[config.mk]
export PLATFORM = sky130hd
export DESIGN_NAME = apb3I2cRouter
export DESIGN_NICKNAME = d
export VERILOG_FILES = /design/src/common/i2cApbPkg.sv /design/src/i2cRegBank/i2cRegBank.sv /design/src/rtl/apbRouter.sv /design/src/rtl/apb3I2cRouter.sv
export SDC_FILE = /design/constraint.sdc
export NUM_CORES = 1
export LEC_CHECK = 0
export BUFFER_PORTS_ARGS = -buffer_cell sky130_fd_sc_hd__clkbuf_2
export CORE_MARGIN = 2
export CORE_UTILIZATION = 60
export DETAILED_ROUTE_END_ITERATION = 8
export GPL_ROUTABILITY_DRIVEN = 0
export PLACE_DENSITY = 0.79
export SETUP_SLACK_MARGIN = 0.5
export SYNTH_ARGS = -nofsm -noshare
export SYNTH_HDL_FRONTEND = slang
export SYNTH_SLANG_ARGS = --single-unit
[constraint.sdc]
create_clock -name io_apb_PCLK -period 7.35 [get_ports io_apb_PCLK]
set_input_delay 0.3675 -clock io_apb_PCLK [delete_from_list [all_inputs] [get_ports io_apb_PCLK]]
set_output_delay 0.3675 -clock io_apb_PCLK [all_outputs]
set_load 0.01 [all_outputs]
[src/common/i2cApbPkg.sv]
package i2cApbPkg;

    // bus and register widths
    localparam int addrWidth   = 16;
    localparam int wordWidth   = 32;
    localparam int regWidth    = 16;
    localparam int offsetWidth = 4;

    // word offset sits just above the two byte-lane bits
    localparam int offsetLsb = 2;

    // upper address nibble picks the bank
    localparam int regionMsb = 15;
    localparam int regionLsb = 12;

    typedef logic [addrWidth-1:0]   apbAddr_t;
    typedef logic [wordWidth-1:0]   word_t;
    typedef logic [regWidth-1:0]    regWord_t;
    typedef logic [offsetWidth-1:0] regOffset_t;

    // incoming APB3 request, flat ports packed together
    typedef struct packed {
        apbAddr_t paddr;
        logic     psel;
        logic     penable;
        logic     pwrite;
        word_t    pwdata;
    } apbReq_t;

    // request as seen by one register bank
    // sel already includes the region match
    typedef struct packed {
        regOffset_t offset;
        logic       sel;
        logic       enable;
        logic       write;
        regWord_t   wdata;
    } bankReq_t;

    // CR1 layout
    typedef struct packed {
        // bits 15..11
        logic [4:0] rsvdHi;
        // acknowledge enable
        logic       ack;
        // stop request, self-clearing
        logic       stop;
        // start request, self-clearing
        logic       start;
        // bits 7..1
        logic [6:0] rsvdLo;
        // peripheral enable
        logic       pe;
    } cr1_t;

    // register word offsets
    localparam regOffset_t offCr1   = 4'd0;
    localparam regOffset_t offCr2   = 4'd1;
    localparam regOffset_t offOar1  = 4'd2;
    localparam regOffset_t offOar2  = 4'd3;
    localparam regOffset_t offDr    = 4'd4;
    localparam regOffset_t offSr1   = 4'd5;
    localparam regOffset_t offSr2   = 4'd6;
    localparam regOffset_t offCcr   = 4'd7;
    localparam regOffset_t offTrise = 4'd8;

    // start-bit flag position in SR1
    localparam int sr1SbBit = 0;

endpackage

[src/i2cRegBank/i2cRegBank.sv]
module i2cRegBank
    import i2cApbPkg::*;
(
    input  logic     io_apb_PCLK,
    input  logic     io_apb_PRESET,
    input  bankReq_t bankReq,
    output word_t    rdata
);

    // control register 1 with named fields
    cr1_t     cr1;
    // control register 2
    regWord_t cr2;
    // own address registers
    regWord_t oar1;
    regWord_t oar2;
    // data register
    regWord_t dr;
    // clock control
    regWord_t ccr;
    // rise time
    regWord_t trise;

    // start condition flag is the only live status bit
    logic     sb;

    // derived status word
    regWord_t sr1;

    // access-phase qualifiers
    logic     accessPhase;
    logic     wrEn;
    logic     rdEn;
    // SR1 read in the access phase clears sb
    logic     sr1Read;

    // selected register before zero-extension
    regWord_t rdWord;

    assign accessPhase = bankReq.sel && bankReq.enable;
    assign wrEn        = accessPhase && bankReq.write;
    assign rdEn        = accessPhase && !bankReq.write;
    assign sr1Read     = rdEn && (bankReq.offset == offSr1);

    // CR1
    // start and stop drop back to zero one cycle after being set
    always_ff @(posedge io_apb_PCLK or posedge io_apb_PRESET) begin
        if (io_apb_PRESET) begin
            cr1 <= '0;
        end else if (wrEn && (bankReq.offset == offCr1)) begin
            // full word write with start and stop as written
            cr1 <= cr1_t'(bankReq.wdata);
        end else begin
            // start and stop self-clear while other fields hold
            cr1.start <= 1'b0;
            cr1.stop  <= 1'b0;
        end
    end

    // plain read/write config registers
    always_ff @(posedge io_apb_PCLK or posedge io_apb_PRESET) begin
        if (io_apb_PRESET) begin
            cr2   <= '0;
            oar1  <= '0;
            oar2  <= '0;
            dr    <= '0;
            ccr   <= '0;
            trise <= '0;
        end else if (wrEn) begin
            case (bankReq.offset)
                offCr2:   cr2   <= bankReq.wdata;
                offOar1:  oar1  <= bankReq.wdata;
                offOar2:  oar2  <= bankReq.wdata;
                offDr:    dr    <= bankReq.wdata;
                offCcr:   ccr   <= bankReq.wdata;
                offTrise: trise <= bankReq.wdata;
                // status words and unmapped offsets are read-only
                default: ;
            endcase
        end
    end

    // SB flag
    // set on any selected cycle and cleared by an SR1 access-phase read
    // clear wins when both happen on the same edge
    always_ff @(posedge io_apb_PCLK or posedge io_apb_PRESET) begin
        if (io_apb_PRESET) begin
            sb <= 1'b0;
        end else if (sr1Read) begin
            sb <= 1'b0;
        end else if (bankReq.sel) begin
            sb <= 1'b1;
        end
    end

    // SR1 carries sb and nothing else
    always_comb begin
        sr1           = '0;
        sr1[sr1SbBit] = sb;
    end

    // read mux
    always_comb begin
        case (bankReq.offset)
            offCr1:   rdWord = regWord_t'(cr1);
            offCr2:   rdWord = cr2;
            offOar1:  rdWord = oar1;
            offOar2:  rdWord = oar2;
            offDr:    rdWord = dr;
            offSr1:   rdWord = sr1;
            // SR2 has no live bits
            offSr2:   rdWord = '0;
            offCcr:   rdWord = ccr;
            offTrise: rdWord = trise;
            // offsets 9 to 15 hold nothing
            default:  rdWord = '0;
        endcase
    end

    // zero-extend to the bus word
    // driven only during an access-phase read
    assign rdata = rdEn ? {{(wordWidth - regWidth){1'b0}}, rdWord} : '0;

endmodule

[src/rtl/apbRouter.sv]
module apbRouter
    import i2cApbPkg::*;
#(
    parameter int bankCount = 2
) (
    input  logic                     io_apb_PCLK,
    input  logic                     io_apb_PRESET,
    input  apbReq_t                  apbReq,
    output bankReq_t [bankCount-1:0] bankReqs,
    input  word_t    [bankCount-1:0] bankRdata,
    output logic                     pready,
    output word_t                    prdata,
    output logic                     pslverror
);

    localparam int regionWidth = regionMsb - regionLsb + 1;

    // region nibble of the current address
    logic [regionWidth-1:0] region;
    // combinational bank hit, psel included
    logic [bankCount-1:0]   bankHit;
    // psel high but no bank claims the region
    logic                   unmappedHit;
    // select captured at each edge, used in the access phase
    logic [bankCount-1:0]   selReg;
    logic                   unmappedReg;
    // psel and penable both high
    logic                   accessPhase;
    // read word of the registered bank
    word_t                  muxData;

    assign region = apbReq.paddr[regionMsb:regionLsb];

    // per-bank decode and request fan-out
    for (genvar i = 0; i < bankCount; i++) begin : bankDecode
        assign bankHit[i] = apbReq.psel && (region == regionWidth'(i));

        // bank only sees its word offset and low data half
        assign bankReqs[i] = '{
            offset: apbReq.paddr[offsetLsb +: offsetWidth],
            sel:    bankHit[i],
            enable: apbReq.penable,
            write:  apbReq.pwrite,
            wdata:  apbReq.pwdata[regWidth-1:0]
        };
    end

    // nothing hit while selected means an unmapped region
    assign unmappedHit = apbReq.psel && !(|bankHit);

    // select register, loaded every clock
    // value from the setup edge steers the access phase
    always_ff @(posedge io_apb_PCLK or posedge io_apb_PRESET) begin
        if (io_apb_PRESET) begin
            selReg      <= '0;
            unmappedReg <= 1'b0;
        end else begin
            selReg      <= bankHit;
            unmappedReg <= unmappedHit;
        end
    end

    assign accessPhase = apbReq.psel && apbReq.penable;

    // one-hot select, so an OR of the gated words is enough
    always_comb begin
        muxData = '0;
        for (int i = 0; i < bankCount; i++) begin
            if (selReg[i]) begin
                muxData = muxData | bankRdata[i];
            end
        end
    end

    // no wait states
    assign pready = 1'b1;

    // read data only while the access cycle is on the bus
    assign prdata = accessPhase ? muxData : '0;

    // error for reads and writes to an unmapped region
    assign pslverror = accessPhase && unmappedReg;

endmodule

[src/rtl/apb3I2cRouter.sv]
module apb3I2cRouter
    import i2cApbPkg::*;
#(
    parameter int bankCount = 2
) (
    input  logic     io_apb_PCLK,
    input  logic     io_apb_PRESET,
    input  apbAddr_t io_apb_PADDR,
    input  logic     io_apb_PSEL,
    input  logic     io_apb_PENABLE,
    input  logic     io_apb_PWRITE,
    input  word_t    io_apb_PWDATA,
    output logic     io_apb_PREADY,
    output word_t    io_apb_PRDATA,
    output logic     io_apb_PSLVERROR
);

    // flat APB inputs gathered into one request
    apbReq_t                 apbReq;
    // per-bank requests and read words
    bankReq_t [bankCount-1:0] bankReqs;
    word_t    [bankCount-1:0] bankRdata;

    assign apbReq = '{
        paddr:   io_apb_PADDR,
        psel:    io_apb_PSEL,
        penable: io_apb_PENABLE,
        pwrite:  io_apb_PWRITE,
        pwdata:  io_apb_PWDATA
    };

    // region decode and response mux
    apbRouter #(
        .bankCount(bankCount)
    ) router (
        .io_apb_PCLK  (io_apb_PCLK),
        .io_apb_PRESET(io_apb_PRESET),
        .apbReq       (apbReq),
        .bankReqs     (bankReqs),
        .bankRdata    (bankRdata),
        .pready       (io_apb_PREADY),
        .prdata       (io_apb_PRDATA),
        .pslverror    (io_apb_PSLVERROR)
    );

    // one register bank per region, bank i at region nibble i
    for (genvar i = 0; i < bankCount; i++) begin : bankGen
        i2cRegBank i2cBank (
            .io_apb_PCLK  (io_apb_PCLK),
            .io_apb_PRESET(io_apb_PRESET),
            .bankReq      (bankReqs[i]),
            .rdata        (bankRdata[i])
        );
    end

endmodule

==> results.py <==
metrics = {
    "run_status": {
        "outcome": "finished clean",
    },
    "synth": {
        "ys_types": 52,
        "synth_area_per_cell_um2": 13.6,
        "synthFlopType": "dfrtp_1",
        "synth_top_area_share_pct": 52.9,
        "netlist_top_cells_count": "229 x dfrtp_1, 218 x mux2_2, 51 x a22oi_1",
        "yosysWarningCount": 0,
        "yosysSeqAreaShare_pct": 52.9,
        "synth_seq_cells": 229,
        "ys_async_sr_fraction_pct": 100,
        "synth_area_leader_cell": "dfrtp_1",
        "synth.area.top_cells": "dfrtp_1 53%, mux2_2 23%, a22oi_1 3.5%",
        "synth_area_um2": 10800,
        "syn_inst": 798,
        "synth_most_common_cell": "dfrtp_1",
        "synth-edff-count": 0,
    },
    "worst_setup_path": {
        "slowest_stage": "nand4_1",
        "end_kind": "output port",
        "required_ns": 6.98,
        "cp_max_fo": 49,
        "start_kind": "input port",
        "reg2reg_slack_ns": 6.56,
        "arrival_ns": 3.44,
        "worstPathCellList": "buf_2, buf_4, inv_1, o2bb2ai_1, nand4_1, o32ai_1, clkbuf_2",
        "cp_slowest_stage_delay_ns": 0.91,
        "cpLargestDelayFamily": "buffers and inverters",
        "path_buf_inv": 4,
        "crit_type": "input port to output port",
    },
    "timing": {
        "final_hold_viol_count": 0,
        "setup-violations-final": 0,
        "tightest_slew_ns": 1.21,
        "slew_violations": 0,
        "final.min_clock_period_ns": 3.80,
        "fmaxAchievable_mhz": 263,
        "setup_tns_ns": 0,
        "fin_crit_sh_pct": 51.8,
        "skew_ns": 0,
        "slew_headroom_pct": 19.1,
        "rsz0062_at_grt": "no",
    },
    "cells_and_area": {
        "synthToLayoutAreaGrowth_pct": 9.23,
        "drive_gt1_share_pct": 41.9,
        "final_cell_count_no_fill": 1054,
        "fill_cells": 1230,
        "stdcell_area_um2": 11800,
        "area.sequential_um2": 5730,
        "multiInputGateArea_um2": 4690,
        "fin_nets": 859,
    },
    "detailed_routing": {
        "wire_per_inst_um": 25.6,
        "drtIter0Drc": 722,
        "ant_nets": 0,
        "wirelength_um": 27000,
        "vias": 7009,
        "dr.pass1.iters": 5,
        "drc": 0,
        "post_drt_via_cell_ratio": 6.65,
    },
    "clock_tree": {
        "numCtsBuffers": 24,
        "ctsHtreeMaxLevel": 1,
        "cts_resized": 0,
        "cts_tree": "built",
        "clk_pin_slew_ns": 0.06,
        "clkLatencyLatePin_ns": 0.51,
        "cts_hold_buf": 0,
        "cts_sinks": 229,
        "cts_buffer_depth": 3,
        "cts_setup_buffers": 0,
        "root_buffer": "clkbuf_16",
    },
    "placement": {
        "post_dp_cell_area_um2": 11000,
        "io_buffers": 45,
        "dp.cells": 1009,
        "dp_hpwl_um": 16000,
    },
    "floorplan": {
        "core_area_um2": 17800,
        "die_y_um": 138,
        "floorplan.initialDensity_pct": 60.8,
        "rows": 49,
        "die_x_um": 138,
        "ios": 87,
        "die_area_um2": 19200,
    },
    "power_and_ir_drop": {
        "leakagePower_nw": 5.79,
        "vdd_ir_drop_max_v": 0.000166,
        "powerDensity_nw_per_um2": 224,
        "power_mw": 2.66,
    },
    "global_routing": {
        "grt_remaining_overflow": 0,
        "grt_pass1_vias": 7526,
        "antenna_found_initial": 0,
        "grt_pass1_wl_um": 42600,
        "grt_usage_pct": 28.6,
        "grt_max_degree": 159,
    },
    "job": {
        "max_cap_violations": 0,
    },
    "hold_path": {
        "hold_path.class": "input port to async pin",
    },
}
## layout make-up
class,count,area share (%)
clock buffers,37,6.25
diodes,1,0.0211
multi-input cells,492,39.6
well taps,229,2.42
clock inverters,7,0.549
flip-flops and latches,229,48.4
inverters,3,0.158
repair buffers,56,2.60
## placed cells by master, fill, tap and decap left out, types with 3 or more instances in the layout
cell	netlist	final
clkinv_2	0	4
nor2b_1	5	5
clkbuf_1	35	5
a2bb2oi_1	14	14
o211a_1	8	8
clkbuf_2	0	44
clkbuf_16	0	25
dfrtp_1	229	229
clkbuf_8	0	7
mux2_2	218	218
nand2_1	3	3
a221oi_1	6	6
nor3b_1	8	8
o22ai_1	20	20
and3_1	14	14
conb_1	2	17
and2_1	6	6
mux2_1	15	15
buf_4	26	11
nor4b_4	3	3
o21ai_0	10	10
nor2_1	6	5
a22oi_1	51	51
nand4_1	3	3
mux2i_1	27	27
o221a_2	16	16
a22o_1	5	5
## path summary, 6_finish.rpt
check | to | from | cells past startpoint
max in group asynchronous | bankGen[1].i2cBank.cr1[12] | io_apb_PRESET | 3
worst min-delay path | bankGen[0].i2cBank.cr2[4] | io_apb_PRESET | 2
worst max register to register | bankGen[1].i2cBank.ccr[14] | bankGen[1].i2cBank.ccr[14] | 1
worst min register to register | bankGen[0].i2cBank.oar1[5] | bankGen[0].i2cBank.oar1[5] | 1
worst max-delay path | io_apb_PRDATA[15] | io_apb_PADDR[3] | 7
min in group io_apb_PCLK | router.unmappedReg | io_apb_PSEL | 2
## layer usage
layer	vias up	part of all wire (%)	wire, µm	GRT usage [%]
li1	2989	-	-	-
met1	3641	42	11400	40.2
met2	313	47	12600	44.9
met3	66	7.5	2030	4.85
met4	0	3.3	896	11.3
met5	-	0	0	0
## state kept, by name (all words and copies together) (netlist names), 2 cells and up
signal                 count
bankGen.i2cBank.ccr       32
bankGen.i2cBank.cr1       32
bankGen.i2cBank.cr2       32
bankGen.i2cBank.dr        32
bankGen.i2cBank.oar1      32
bankGen.i2cBank.oar2      32
bankGen.i2cBank.trise     32
bankGen.i2cBank.sb         2
router.selReg              2
## cell families (layout without fill, tap and decap cells)
group                  after synthesis  after routing  synth area share [%]
and+or+nand+nor                     73             73                  5.49
other                                2             18                0.0693
buffers and inverters               92            103                  4.42
DFF                                229            229                  52.9
muxes                              260            260                  26.7
AOI/OAI and AO/OA                  142            142                  10.5
## power by group
group | total [mW] | internal [mW] | switching [mW]
registers | 1.29 | 1.28 | 0.0107
logic | 0.144 | 0.0405 | 0.103
clock network | 1.22 | 0.728 | 0.491
total | 2.66 | 2.05 | 0.605
## stage by stage
| step | hold WS [ns] | worst slack [ns] | util [%] |
|---|---|---|---|
| floorplan | 0.450 | 0.706 | - |
| global placement | 0.464 | 3.69 | 61.8 |
| detailed placement | 0.477 | 3.67 | 61.8 |
| CTS | 0.0846 | 3.69 | 66.4 |
| global route | 0.109 | 3.52 | 66.4 |
| finish | 0.0774 | 3.55 | 66.4 |
(Power assumes the default switching activity.)
